<file path="src/design/rvConfig_config.svh">
// Core configuration macros
`ifndef RV_CONFIG_CONFIG_SVH
`define RV_CONFIG_CONFIG_SVH

// First fetch address after reset
`define RV_RESET_PC 32'h0000_0000

// Architectural integer registers, x0 included
`define RV_REG_COUNT 32

`endif

</file>
<file path="src/design/rvPkg.sv">
// RV32I shared types
`default_nettype none

package rvPkg;

    // ALU operation select
    // PASSB forwards operand B untouched for LUI
    typedef enum logic [3:0] {
        ALU_ADD, ALU_SUB, ALU_SLL, ALU_SLT, ALU_SLTU, ALU_XOR,
        ALU_SRL, ALU_SRA, ALU_OR, ALU_AND, ALU_PASSB
    } aluOp_t;

    // Register write-back source
    typedef enum logic [1:0] {WB_ALU, WB_MEM, WB_PCPLUS4} wbSel_t;

    // RV32I major opcodes
    localparam logic [6:0] OPC_LUI    = 7'b0110111;
    localparam logic [6:0] OPC_AUIPC  = 7'b0010111;
    localparam logic [6:0] OPC_JAL    = 7'b1101111;
    localparam logic [6:0] OPC_JALR   = 7'b1100111;
    localparam logic [6:0] OPC_BRANCH = 7'b1100011;
    localparam logic [6:0] OPC_LOAD   = 7'b0000011;
    localparam logic [6:0] OPC_STORE  = 7'b0100011;
    localparam logic [6:0] OPC_OPIMM  = 7'b0010011;
    localparam logic [6:0] OPC_OP     = 7'b0110011;

    // Register-register format
    typedef struct packed {
        logic [6:0] func7;
        logic [4:0] rs2;
        logic [4:0] rs1;
        logic [2:0] func3;
        logic [4:0] rd;
        logic [6:0] opcode;
    } rType_t;

    // Immediate and load format
    typedef struct packed {
        logic [11:0] imm;
        logic [4:0]  rs1;
        logic [2:0]  func3;
        logic [4:0]  rd;
        logic [6:0]  opcode;
    } iType_t;

    // Store format, immediate split around rs fields
    typedef struct packed {
        logic [6:0] immHi;
        logic [4:0] rs2;
        logic [4:0] rs1;
        logic [2:0] func3;
        logic [4:0] immLo;
        logic [6:0] opcode;
    } sType_t;

    // Branch format
    typedef struct packed {
        logic       imm12;
        logic [5:0] imm10to5;
        logic [4:0] rs2;
        logic [4:0] rs1;
        logic [2:0] func3;
        logic [3:0] imm4to1;
        logic       imm11;
        logic [6:0] opcode;
    } bType_t;

    // Upper immediate format
    typedef struct packed {
        logic [19:0] imm;
        logic [4:0]  rd;
        logic [6:0]  opcode;
    } uType_t;

    // Jump format
    typedef struct packed {
        logic       imm20;
        logic [9:0] imm10to1;
        logic       imm11;
        logic [7:0] imm19to12;
        logic [4:0] rd;
        logic [6:0] opcode;
    } jType_t;

    // One instruction word, six views
    typedef union packed {
        rType_t r;
        iType_t i;
        sType_t s;
        bType_t b;
        uType_t u;
        jType_t j;
    } instrWord_t;

endpackage

`default_nettype wire

</file>
<file path="src/design/rvDecode.sv">
// RV32I decode stage
`default_nettype none

module rvDecode (
    input  wire logic          clk,
    input  wire logic          rst,
    input  wire logic          instrLoad,
    input  wire logic [31:0]   instrData,
    output logic [4:0]         rs1,
    output logic [4:0]         rs2,
    output logic [4:0]         rd,
    output logic [31:0]        imm,
    output logic [2:0]         func3,
    output rvPkg::aluOp_t      aluOp,
    output logic               aluSrcImm,
    output logic               aluSrcPc,
    output logic               regWrite,
    output logic               memRead,
    output logic               memWrite,
    output logic               branch,
    output logic               jump,
    output logic               jumpReg,
    output rvPkg::wbSel_t      wbSel
);
    import rvPkg::*;

    // Instruction register
    instrWord_t ir;

    // Sign-extended immediates per format
    logic [31:0] immI;
    logic [31:0] immS;
    logic [31:0] immB;
    logic [31:0] immU;
    logic [31:0] immJ;

    // func3 to ALU op for OP and OP-IMM
    // SUB only exists in the register form
    function automatic aluOp_t funcOp(
        input logic [2:0] f3,
        input logic       alt,
        input logic       regOp
    );
        aluOp_t op;
        case (f3)
            3'b000:  op = (alt && regOp) ? ALU_SUB : ALU_ADD;
            3'b001:  op = ALU_SLL;
            3'b010:  op = ALU_SLT;
            3'b011:  op = ALU_SLTU;
            3'b100:  op = ALU_XOR;
            3'b101:  op = alt ? ALU_SRA : ALU_SRL;
            3'b110:  op = ALU_OR;
            default: op = ALU_AND;
        endcase
        return op;
    endfunction

    // Zero word is an unknown opcode, so reset leaves a NOP
    always_ff @(posedge clk or posedge rst)
    begin
        if (rst)
        begin
            ir <= '0;
        end
        else if (instrLoad)
        begin
            ir <= instrData;
        end
    end

    // Register fields sit at the same bits in every format
    assign rs1   = ir.r.rs1;
    assign rs2   = ir.r.rs2;
    assign rd    = ir.r.rd;
    assign func3 = ir.r.func3;

    assign immI = {{20{ir.i.imm[11]}}, ir.i.imm};
    assign immS = {{20{ir.s.immHi[6]}}, ir.s.immHi, ir.s.immLo};
    // Branch offsets are in halfwords
    assign immB = {{19{ir.b.imm12}}, ir.b.imm12, ir.b.imm11, ir.b.imm10to5,
                   ir.b.imm4to1, 1'b0};
    assign immU = {ir.u.imm, 12'b0};
    assign immJ = {{11{ir.j.imm20}}, ir.j.imm20, ir.j.imm19to12, ir.j.imm11,
                   ir.j.imm10to1, 1'b0};

    always_comb
    begin
        // NOP defaults
        imm       = '0;
        aluOp     = ALU_ADD;
        aluSrcImm = 1'b0;
        aluSrcPc  = 1'b0;
        regWrite  = 1'b0;
        memRead   = 1'b0;
        memWrite  = 1'b0;
        branch    = 1'b0;
        jump      = 1'b0;
        jumpReg   = 1'b0;
        wbSel     = WB_ALU;
        case (ir.r.opcode)
            OPC_LUI:
            begin
                regWrite  = 1'b1;
                aluSrcImm = 1'b1;
                aluOp     = ALU_PASSB;
                imm       = immU;
            end
            OPC_AUIPC:
            begin
                regWrite  = 1'b1;
                aluSrcImm = 1'b1;
                aluSrcPc  = 1'b1;
                imm       = immU;
            end
            // ALU forms PC + imm as the target, link comes from PC + 4
            OPC_JAL:
            begin
                regWrite  = 1'b1;
                jump      = 1'b1;
                aluSrcImm = 1'b1;
                aluSrcPc  = 1'b1;
                wbSel     = WB_PCPLUS4;
                imm       = immJ;
            end
            // Target is rs1 + imm
            OPC_JALR:
            begin
                regWrite  = 1'b1;
                jumpReg   = 1'b1;
                aluSrcImm = 1'b1;
                wbSel     = WB_PCPLUS4;
                imm       = immI;
            end
            // Compare runs on rs1/rs2 beside the target add
            OPC_BRANCH:
            begin
                branch    = 1'b1;
                aluSrcImm = 1'b1;
                aluSrcPc  = 1'b1;
                imm       = immB;
            end
            // Word access only, func3 not checked
            OPC_LOAD:
            begin
                regWrite  = 1'b1;
                memRead   = 1'b1;
                aluSrcImm = 1'b1;
                wbSel     = WB_MEM;
                imm       = immI;
            end
            OPC_STORE:
            begin
                memWrite  = 1'b1;
                aluSrcImm = 1'b1;
                imm       = immS;
            end
            OPC_OPIMM:
            begin
                regWrite  = 1'b1;
                aluSrcImm = 1'b1;
                aluOp     = funcOp(ir.r.func3, ir.r.func7[5], 1'b0);
                imm       = immI;
            end
            OPC_OP:
            begin
                regWrite = 1'b1;
                aluOp    = funcOp(ir.r.func3, ir.r.func7[5], 1'b1);
            end
            // FENCE, SYSTEM and unknown words keep the NOP defaults
            default:
            begin
                regWrite = 1'b0;
            end
        endcase
    end

endmodule

`default_nettype wire

</file>
<file path="src/design/rvRegFile.sv">
// Integer register file
`default_nettype none

`include "rvConfig_config.svh"

module rvRegFile (
    input  wire logic        clk,
    input  wire logic        rst,
    input  wire logic [4:0]  rs1,
    input  wire logic [4:0]  rs2,
    input  wire logic        wrEn,
    input  wire logic [4:0]  wrAddr,
    input  wire logic [31:0] wrData,
    output logic [31:0]      rs1Data,
    output logic [31:0]      rs2Data
);

    logic [31:0] regs [`RV_REG_COUNT];

    // All entries cleared on reset
    always_ff @(posedge clk or posedge rst)
    begin
        if (rst)
        begin
            for (int i = 0; i < `RV_REG_COUNT; i++)
            begin
                regs[i] <= '0;
            end
        end
        // x0 writes dropped
        else if (wrEn && (wrAddr != 5'd0))
        begin
            regs[wrAddr] <= wrData;
        end
    end

    // Asynchronous reads, x0 forced to zero
    assign rs1Data = (rs1 == 5'd0) ? 32'd0 : regs[rs1];
    assign rs2Data = (rs2 == 5'd0) ? 32'd0 : regs[rs2];

endmodule

`default_nettype wire

</file>
<file path="src/design/rvAlu.sv">
// Integer ALU and branch compare
`default_nettype none

module rvAlu (
    input  wire rvPkg::aluOp_t op,
    input  wire logic [31:0]   a,
    input  wire logic [31:0]   b,
    input  wire logic [2:0]    func3,
    input  wire logic [31:0]   cmpA,
    input  wire logic [31:0]   cmpB,
    output logic [31:0]        result,
    output logic               taken
);
    import rvPkg::*;

    logic cmpEq;
    logic cmpLt;
    logic cmpLtu;

    always_comb
    begin
        case (op)
            ALU_ADD:   result = a + b;
            ALU_SUB:   result = a - b;
            // Shift amount from low five bits
            ALU_SLL:   result = a << b[4:0];
            ALU_SLT:   result = {31'd0, $signed(a) < $signed(b)};
            ALU_SLTU:  result = {31'd0, a < b};
            ALU_XOR:   result = a ^ b;
            ALU_SRL:   result = a >> b[4:0];
            ALU_SRA:   result = $unsigned($signed(a) >>> b[4:0]);
            ALU_OR:    result = a | b;
            ALU_AND:   result = a & b;
            ALU_PASSB: result = b;
            default:   result = a + b;
        endcase
    end

    // Branch compare, independent of the adder
    assign cmpEq  = (cmpA == cmpB);
    assign cmpLt  = ($signed(cmpA) < $signed(cmpB));
    assign cmpLtu = (cmpA < cmpB);

    always_comb
    begin
        case (func3)
            3'b000:  taken = cmpEq;
            3'b001:  taken = !cmpEq;
            3'b100:  taken = cmpLt;
            3'b101:  taken = !cmpLt;
            3'b110:  taken = cmpLtu;
            3'b111:  taken = !cmpLtu;
            // 010 and 011 are not branches
            default: taken = 1'b0;
        endcase
    end

endmodule

`default_nettype wire

</file>
<file path="src/design/rvLoadStore.sv">
// APB load/store requester
`default_nettype none

module rvLoadStore (
    input  wire logic        clk,
    input  wire logic        rst,
    input  wire logic        start,
    input  wire logic        write,
    input  wire logic [31:0] addr,
    input  wire logic [31:0] storeData,
    input  wire logic [31:0] prdata,
    input  wire logic        pready,
    output logic             done,
    output logic [31:0]      loadData,
    output logic             psel,
    output logic             penable,
    output logic             pwrite,
    output logic [31:0]      paddr,
    output logic [31:0]      pwdata
);

    typedef enum logic [1:0] {IDLE, SETUP, ACCESS} lsState_t;

    lsState_t    state;
    logic [31:0] loadReg;

    // APB phase sequence
    always_ff @(posedge clk or posedge rst)
    begin
        if (rst)
        begin
            state <= IDLE;
        end
        else
        begin
            case (state)
                IDLE:    state <= start ? SETUP : IDLE;
                SETUP:   state <= ACCESS;
                // Held in access while slave stalls
                ACCESS:  state <= pready ? IDLE : ACCESS;
                default: state <= IDLE;
            endcase
        end
    end

    // Request fields latched once, stable until completion
    always_ff @(posedge clk)
    begin
        if (start && (state == IDLE))
        begin
            paddr  <= {addr[31:2], 2'b00};
            pwrite <= write;
            pwdata <= storeData;
        end
        if (done && !pwrite)
        begin
            loadReg <= prdata;
        end
    end

    assign psel    = (state != IDLE);
    assign penable = (state == ACCESS);
    assign done    = (state == ACCESS) && pready;

    // Read data passed through in the completing cycle
    assign loadData = done ? prdata : loadReg;

endmodule

`default_nettype wire

</file>
<file path="src/design/rvCore.sv">
// RV32I multi-cycle core
`default_nettype none

`include "rvConfig_config.svh"

module rvCore (
    input  wire logic        clk,
    input  wire logic        rst,
    // Instruction fetch, single cycle
    output logic             instrReq,
    output logic [31:0]      instrAddr,
    input  wire logic [31:0] instrData,
    // APB data port
    output logic             psel,
    output logic             penable,
    output logic             pwrite,
    output logic [31:0]      paddr,
    output logic [31:0]      pwdata,
    input  wire logic [31:0] prdata,
    input  wire logic        pready
);
    import rvPkg::*;

    typedef enum logic [1:0] {FETCH, EXECUTE, MEMORY} coreState_t;

    coreState_t  state;
    logic [31:0] pc;
    logic [31:0] pcPlus4;
    logic [31:0] pcTarget;
    logic        redirect;
    logic        memAccess;
    logic        lsStart;
    logic        lsDone;
    logic [31:0] loadData;

    // Decode outputs
    logic [4:0]  rs1, rs2, rd;
    logic [31:0] imm;
    logic [2:0]  func3;
    aluOp_t      aluOp;
    wbSel_t      wbSel;
    logic        aluSrcImm, aluSrcPc, regWrite, memRead, memWrite;
    logic        branch, jump, jumpReg;

    // Datapath
    logic [31:0] rs1Data, rs2Data;
    logic [31:0] aluA, aluB, aluResult;
    logic        taken;
    logic        wrEn;
    logic [31:0] wrData;

    rvDecode decode_i (
        .clk(clk), .rst(rst), .instrLoad(instrReq), .instrData(instrData),
        .rs1(rs1), .rs2(rs2), .rd(rd), .imm(imm), .func3(func3), .aluOp(aluOp),
        .aluSrcImm(aluSrcImm), .aluSrcPc(aluSrcPc), .regWrite(regWrite),
        .memRead(memRead), .memWrite(memWrite), .branch(branch), .jump(jump),
        .jumpReg(jumpReg), .wbSel(wbSel)
    );

    rvRegFile regFile_i (
        .clk(clk), .rst(rst), .rs1(rs1), .rs2(rs2), .wrEn(wrEn), .wrAddr(rd),
        .wrData(wrData), .rs1Data(rs1Data), .rs2Data(rs2Data)
    );

    rvAlu alu_i (
        .op(aluOp), .a(aluA), .b(aluB), .func3(func3), .cmpA(rs1Data),
        .cmpB(rs2Data), .result(aluResult), .taken(taken)
    );

    // Address is the ALU sum, store data straight from rs2
    rvLoadStore loadStore_i (
        .clk(clk), .rst(rst), .start(lsStart), .write(memWrite), .addr(aluResult),
        .storeData(rs2Data), .prdata(prdata), .pready(pready), .done(lsDone),
        .loadData(loadData), .psel(psel), .penable(penable), .pwrite(pwrite),
        .paddr(paddr), .pwdata(pwdata)
    );

    // FETCH -> EXECUTE -> FETCH, or through MEMORY for LW/SW
    always_ff @(posedge clk or posedge rst)
    begin
        if (rst)
        begin
            state <= FETCH;
            pc    <= `RV_RESET_PC;
        end
        else
        begin
            case (state)
                FETCH:
                    state <= EXECUTE;
                EXECUTE:
                begin
                    state <= memAccess ? MEMORY : FETCH;
                    if (!memAccess)
                        pc <= redirect ? pcTarget : pcPlus4;
                end
                // Leave only when the APB transfer completes
                MEMORY:
                begin
                    if (lsDone)
                    begin
                        state <= FETCH;
                        pc    <= pcPlus4;
                    end
                end
                default:
                    state <= FETCH;
            endcase
        end
    end

    assign instrReq  = (state == FETCH);
    assign instrAddr = pc;

    // Operand muxes
    assign aluA = aluSrcPc ? pc : rs1Data;
    assign aluB = aluSrcImm ? imm : rs2Data;

    // Next PC, targets word aligned
    assign pcPlus4  = pc + 32'd4;
    assign redirect = jump || jumpReg || (branch && taken);
    assign pcTarget = {aluResult[31:2], 2'b00};

    assign memAccess = memRead || memWrite;
    assign lsStart   = (state == EXECUTE) && memAccess;

    // Loads write back in the completing APB cycle
    assign wrEn = regWrite && (((state == EXECUTE) && !memRead) ||
                               ((state == MEMORY) && lsDone));

    always_comb
    begin
        case (wbSel)
            WB_MEM:     wrData = loadData;
            WB_PCPLUS4: wrData = pcPlus4;
            default:    wrData = aluResult;
        endcase
    end

endmodule

`default_nettype wire

</file>
<file path="config.mk">
export PLATFORM = sky130hd
export DESIGN_NAME = rvCore
export DESIGN_NICKNAME = d
export VERILOG_FILES = /design/src/design/rvPkg.sv /design/src/design/rvDecode.sv /design/src/design/rvRegFile.sv /design/src/design/rvAlu.sv /design/src/design/rvLoadStore.sv /design/src/design/rvCore.sv
export VERILOG_INCLUDE_DIRS = /design/src /design/src/design
export SDC_FILE = /design/constraint.sdc
export NUM_CORES = 2
export LEC_CHECK = 0
export BUFFER_PORTS_ARGS = -buffer_cell sky130_fd_sc_hd__buf_4
export CORE_UTILIZATION = 57
export CTS_CLUSTER_DIAMETER = 40
export DETAILED_ROUTE_END_ITERATION = 12
export HOLD_SLACK_MARGIN = 0.08
export PLACE_DENSITY = 0.77
export SETUP_SLACK_MARGIN = 0.1
export SKIP_CTS_REPAIR_TIMING = 1
export SYNTH_ARGS = -nofsm -noshare
export SYNTH_HDL_FRONTEND = slang
export SYNTH_SLANG_ARGS = --single-unit
</file>
<file path="constraint.sdc">
create_clock -name clk -period 31.4 [get_ports clk]
set_clock_uncertainty 0.2 [all_clocks]
set_input_delay 3.14 -clock clk [delete_from_list [all_inputs] [get_ports clk]]
set_output_delay 3.14 -clock clk [all_outputs]
set_load 0.005 [all_outputs]
</file>
* After elaboration in Yosys (flattened, before gate mapping)
Index checks and enable logic that the tools add are counted.
** Word-level totals
- Output and inout bits :: 100
- Word-level logic and storage cells :: 171
- Register bits :: 1187
- Input bits :: 67
** Operators by class
- Reduce and logical (&&, ||, !) cells :: 34
- Add/subtract/negate cells :: 3
- Bitwise gates (word level) :: 6
- Multiplexer cells :: 42
- Shift-type cells :: 3
- $lt $le $gt $ge :: 8
- Equal/unequal tests :: 35
** Operators with widths (number)
- bitwise mux 1024 bit :: 1
- two-way mux 32 bit :: 13
- binary-select mux 32 bit (select 5 bit) :: 2
- one-hot mux 32 bit (10 select lines) :: 1
- demux 32 bit (select 5 bit) :: 1
- one-hot mux 32 bit (5 select lines) :: 1
- < comparator 32 bit :: 4
- one-hot mux 32 bit (2 select lines) :: 2
- one-hot mux 4 bit (7 select lines) :: 2
- adder 32 x 3 -> 32 bit, second input constant :: 1
- adder 32 bit :: 1
- bitwise AND 32 bit :: 1
- equality test 32 bit :: 1
- OR 32 bit :: 1
- left shift 32 x 5 -> 32 bit :: 1
- right shift 32 x 5 -> 32 bit :: 1
- >>> shifter 32 x 5 -> 32 bit :: 1
- subtractor 32 bit :: 1
- bitwise XOR 32 bit :: 1
- equality test 7 x 6 -> 1 bit, second input constant :: 3
- equality test 7 bit, second input constant :: 3
- >= comparator 6 bit, second input constant :: 3
- inverter 5 -> 6 bit :: 3
- equality test 4 x 3 -> 1 bit, second input constant :: 4
- other kinds (32) :: 78

* Longest topological paths before layout
- Depth in word-level cells :: 13
- Depth in mapped cells :: 28
- Gate-level depth less buffers :: 20

* By module
Synthesis repeated with hierarchy kept, for this count alone.
** Unflattened totals
- Cell total of the unflattened synthesis :: 6065
- Area total of the unflattened synthesis :: 74018.5 sq um
** By module, submodules not included
- rvRegFile :: cells an instance 3797, area each 54651.2 sq um, times used 1
- rvAlu :: cells an instance 1414, area each 9903.2 sq um, times used 1
- rvCore :: cells an instance 519, area each 4022.6 sq um, times used 1
- rvLoadStore :: cells an instance 146, area each 3492.1 sq um, times used 1
- rvDecode :: cells an instance 189, area each 1949.4 sq um, times used 1

* Worst setup path before layout
No wires, ideal clock.
- Path type :: register -> register
- Start :: reg decode_i.ir[20] (netlist name)
- End :: reg regFile_i.regs[124] (netlist name)
- Period minus slack after synthesis :: 7324 ps
- Data arrival time :: 6990 ps
- Setup time :: 133 ps
- Setup slack :: 24076 ps
- Cell stages (with the launch flop) :: 29
- Buffers on the path :: 10
- Path through :: dfrtp_1 buf_2 buf_6 buf_6 buf_4 buf_2 buf_1 buf_1 clkbuf_1 mux4_2 mux4_2 mux2i_1 nor2_1 a221o_1 ha_1 clkbuf_1 inv_1 nor2_1 nand4_1 a211oi_1 nor2_1 o21ai_0 a41oi_1 a221oi_1 a21oi_1 a2111o_1 o21ai_1 clkbuf_1 o21ai_0
** Between the ends
- Longest elaborated chain between the ends :: 10
- Elaborated cells between the ends (all ways) :: 19
** Ends and longest elaborated chain
- start: declaration :: RTL line rvDecode.sv:28 : instrWord_t ir;
- start signal: assignment :: RTL line rvDecode.sv:67 : ir <= instrData;
- inverter 5 -> 6 bit (not written as such) :: RTL line rvRegFile.sv:39 : assign rs2Data = (rs2 == 5'd0) ? 32'd0 : regs[rs2];
- binary-select mux 32 bit (select 5 bit) :: RTL line rvRegFile.sv:39
- two-way mux 32 bit (not written as such) (2 in a row) :: RTL line rvRegFile.sv:39
- two-way mux 32 bit (*) :: RTL line rvRegFile.sv:39
- named net alu_i.cmpB[13] :: RTL line rvAlu.sv:10 : input wire logic [31:0] cmpB,
- two-way mux 32 bit (*) :: RTL line rvCore.sv:117 : assign aluB = aluSrcImm ? imm : rs2Data;
- adder 32 bit / subtractor 32 bit (equally long branches) :: RTL line rvAlu.sv:23, rvAlu.sv:35, rvAlu.sv:24
- one-hot mux 32 bit (10 select lines) (*) :: RTL line rvAlu.sv:22 : case (op)
- named net aluResult[28] :: RTL line rvCore.sv:47 : logic [31:0] aluA, aluB, aluResult;
- one-hot mux 32 bit (2 select lines) (*) :: RTL line rvCore.sv:133 : case (wbSel)
- bitwise mux 1024 bit (*) :: RTL line rvRegFile.sv:33 : regs[wrAddr] <= wrData;
- end signal: indexed assignment :: RTL line rvRegFile.sv:33
- end: declaration :: RTL line rvRegFile.sv:18 : logic [31:0] regs [`RV_REG_COUNT];
Mark *: on every way through the listed nets, which the timed path passes. The rest lies on a longest branch. The select of a mux whose other input is x is not followed.
A chain may end at the register's enable or synchronous reset.

* Final worst setup path
- Start :: reg decode_i.ir[15] (netlist name)
- End :: reg regFile_i.regs[215] (netlist name)
** Between the ends
- Longest elaborated chain between the ends :: 10
- Elaborated cells between the ends (all ways) :: 20
** Ends and longest elaborated chain
- inverter 5 -> 6 bit (not written as such) :: RTL line rvRegFile.sv:38 : assign rs1Data = (rs1 == 5'd0) ? 32'd0 : regs[rs1];
- binary-select mux 32 bit (select 5 bit) :: RTL line rvRegFile.sv:38
- two-way mux 32 bit (not written as such) (2 in a row) :: RTL line rvRegFile.sv:38
- two-way mux 32 bit :: RTL line rvRegFile.sv:38
- two-way mux 32 bit :: RTL line rvCore.sv:116 : assign aluA = aluSrcPc ? pc : rs1Data;
- adder 32 bit, or another cell as far along :: RTL line rvAlu.sv:23, rvAlu.sv:35
- one-hot mux 32 bit (10 select lines) (*) :: RTL line rvAlu.sv:22
- named net aluResult[23] :: RTL line rvCore.sv:47
- one-hot mux 32 bit (2 select lines) (*) :: RTL line rvCore.sv:133
- bitwise mux 1024 bit (*) :: RTL line rvRegFile.sv:33
Marked as above.

==> flow_metrics.env <==
export IMPL_cts_tree="done"
export IMPL_io_buffers=162
export IMPL_grt_max_degree=170
export IMPL_hold_path_class="reg -> reg"
export IMPL_nets=7056
export IMPL_yosys_top_cells_count="dfrtp_1 (1090), nand2_1 (702), o21ai_0 (575)"
export IMPL_synth_most_common_cell="dfrtp_1"
export IMPL_use_met1_pct=60.4
export IMPL_numCtsBuffers=161
export IMPL_synth_area_leaders="dfrtp_1 (37%), mux4_2 (13%), mux2i_1 (6.8%)"
export IMPL_synth_edff_count=95
export IMPL_dp_slack_ns=20.79
export IMPL_drv_cap=0
export IMPL_cp_required_ns=31.84
export IMPL_leakage_nw=33.4
export IMPL_synth_compound_area_share_pct=15.1
export IMPL_ys_seq_elements=1185
export IMPL_place_inst=8353
export IMPL_rows=131
export IMPL_end_kind="flip-flop"
export IMPL_routed_via_density=7.51
export IMPL_ant_nets=0
export IMPL_busiest_layer="met2"
export IMPL_hpwlAfterDp_um=225000
export IMPL_clock_latency_ns=0.83
export IMPL_drt_iter0_drc=10300
export IMPL_synth_area_um2=73400
export IMPL_clk_pin_slew_ns=0.06
export IMPL_synth_fa_ha_area_share_pct=2.32
export IMPL_power_total_mw=3.50
export IMPL_synth_yosys_seq_area_share_pct=41.1
export IMPL_synth_top_family_by_area="multiplexers"
export IMPL_synth_async_reset_ratio_pct=92.0
export IMPL_grt_total_usage_pct=50.6
export IMPL_die_h_um=361
export IMPL_yosysTopAreaCell="dfrtp_1"
export IMPL_period_share_pct=34.5
export IMPL_slew_headroom_pct=3.42
export IMPL_grt_pass1_wl_um=470000
export IMPL_path_common_cell="o21ai_0"
export IMPL_clock_path_buffers=3
export IMPL_power_density_nw_per_um2=42.9
export IMPL_synth_xor_area_share_pct=0.621
export IMPL_setup_tns_ns=0
export IMPL_drc=0
export IMPL_clock_fmax_mhz=92.3
export IMPL_tightest_slew_ns=1.45
export IMPL_globalRouteMet2Util_pct=73.6
export IMPL_cts_max_level=4
export IMPL_drive_above_1_share_pct=24.3
export IMPL_yosysUniqueCellTypes=98
export IMPL_hold_viol_final=0
export IMPL_core_um2=128000
export IMPL_routed_wl_um=331000
export IMPL_antenna_found_initial=27
export IMPL_synthSimpleGateAreaFrac_pct=9.70
export IMPL_critPathKind="reg -> reg"
export IMPL_synthCells=6950
export IMPL_vias=65000
export IMPL_slowest_stage="o21ai_2"
export IMPL_setup_violations_final=0
export IMPL_die_area_um2=130000
export IMPL_syn2layout_area_growth_pct=11.4
export IMPL_drv_slew=0
export IMPL_globalRouteOverflowTotal=0
export IMPL_ioPinCount=167
export IMPL_dr_pass1_iters=6
export IMPL_synth_top_area_share_pct=37.2
export IMPL_synthMuxAreaShare_pct=26.1
export IMPL_slowest_delay_ns=1.09
export IMPL_place_gp_congestion=1.10
export IMPL_min_period_ns=10.83
export IMPL_rsz0062_at_grt="false"
export IMPL_die_w_um=361
export IMPL_synth_main_ff_cell="dfrtp_1"
export IMPL_cts_root_buf="clkbuf_16"
export IMPL_setup_ws_ns=20.57
export IMPL_start_util_pct=57.5
export IMPL_yosys_warnings=0
export IMPL_crit_fanout=112
export IMPL_arrival_ns=11.27
export IMPL_outcome="complete, no violations"
export IMPL_use_met3_pct=17.5
export IMPL_holdWs_ns=0.200
export IMPL_grt_pass1_vias=64000
export IMPL_wl_per_cell_um=38.3
export IMPL_syn_area_per_cell_um2=10.6
export IMPL_worstPathCellList="buf_4 > buf_4 > buf_12 > buf_4 > mux4_2 > mux2_2 > nand2_1 > nand4_1 > a22o_1 > ha_1 > inv_1 > o21ai_0 > a21oi_1 > o22ai_1 > o21ai_0 > a21oi_1 > o21ai_0 > a22o_1 > mux2i_1 > o211ai_1 > o21ai_2 > o21ai_0"
export IMPL_cts_num_sinks=1185
export IMPL_fin_cells=8659
export IMPL_worst_setup_path_start_kind="flip-flop"
export IMPL_vdd_ir_drop_max_mv=0.0628
## cells by family after synthesis
group,count (synthesis)
XOR/XNOR,52
buffers and inverters,840
AND/OR/NAND/NOR,1620
multiplexers,1349
flip-flops,1185
AO/OA/AOI/OAI,1768
other,1
adder cells (fa/ha/maj),135
## critical path: cells and delay by family, from the launching register on
kind,cells,cell delay (ns)
fa+ha+maj,1,0.50
flops,1,0.74
mux,3,1.62
buf+inv,5,2.86
compound gates,11,4.14
simple gates,2,0.46
## layout by cell type (no fill, tap or decap), types with 19 or more instances in the layout
cell / Yosys / routed
a221oi_1: 47 / 46
buf_4: 50 / 415
o21ai_0: 575 / 573
a21o_1: 25 / 25
inv_1: 143 / 140
clkinv_2: 0 / 25
nor2_1: 472 / 433
nand4_1: 37 / 37
a21oi_1: 368 / 360
nand2_1: 702 / 701
a31oi_1: 73 / 70
nor2_2: 0 / 36
mux2i_1: 500 / 497
nor4_1: 24 / 21
clkinvlp_4: 0 / 19
a221o_1: 40 / 40
edfxtp_1: 95 / 95
nand2b_1: 31 / 31
nand3_1: 130 / 129
a22oi_1: 178 / 178
o221ai_1: 40 / 38
or3_1: 19 / 19
and2_1: 33 / 32
o211ai_1: 37 / 37
mux2_2: 438 / 438
o21bai_1: 20 / 19
a22o_1: 30 / 30
dfrtp_1: 1090 / 1081
o21ai_1: 87 / 84
mux4_2: 409 / 409
ha_1: 133 / 132
a211oi_1: 37 / 36
clkbuf_16: 0 / 163
xnor2_1: 40 / 39
nor3_1: 49 / 45
nor2b_1: 25 / 23
o22ai_1: 31 / 30
and3_1: 27 / 27
## final timing paths
path | startpoint | endpoint | slack [ns] | cells after the start
worst max-delay path | decode_i.ir[15] | regFile_i.regs[215] | 20.57 | 22
worst min-delay path | regFile_i.regs[1009] | regFile_i.regs[1009] | 0.20 | 0
worst max register to register | decode_i.ir[15] | regFile_i.regs[215] | 20.57 | 22
worst min register to register | regFile_i.regs[1009] | regFile_i.regs[1009] | 0.20 | 0
max in group asynchronous | rst | regFile_i.regs[565] | 23.20 | 8
min in group asynchronous | rst | regFile_i.regs[201] | 2.21 | 2
## stage by stage
stage / cell area (um2) / utilization [%]
2_1_floorplan: 73400 / -
3_3_place_gp: 76000 / 59.6
3_5_place_dp: 76000 / 59.6
4_1_cts: 81700 / 64.0
5_1_grt: 81700 / 64.0
6_report: 81700 / 64.0
## cell type report
cell class | count | area (um2)
clock buffers | 197 | 4390
inverters | 156 | 591
well taps | 1662 | 2080
multi-input cells | 4928 | 40000
diodes | 12 | 30.0
clock inverters | 97 | 1270
flip-flops and latches | 1185 | 30200
fillers | 9445 | 45900
repair buffers | 422 | 3260
## where the power goes
part | internal, mW | total (mW) | switching (mW)
Sequential | 1.54 | 1.54 | 0
Combinational | 0.00659 | 0.0374 | 0.0308
Clock | 1.14 | 1.92 | 0.778
Total | 2.69 | 3.50 | 0.808
## state kept, by name, indices dropped and copies added (netlist names)
| name | flops |
|---|---|
| regFile_i.regs | 1024 |
| loadStore_i.paddr | 30 |
| loadStore_i.pwdata | 32 |
| loadStore_i.pwrite | 1 |
| loadStore_i.loadReg | 32 |
| loadStore_i.state | 2 |
| instrAddr | 30 |
| state | 2 |
| decode_i.ir | 32 |
## metal layers
layer / wire length [um] / up-vias
met2: 141000 / 5360
met4: 34500 / 24
met1: 112000 / 32400
met5: 201 / -
met3: 43100 / 1580
li1: - / 25600
(Power assumes the default switching activity.)
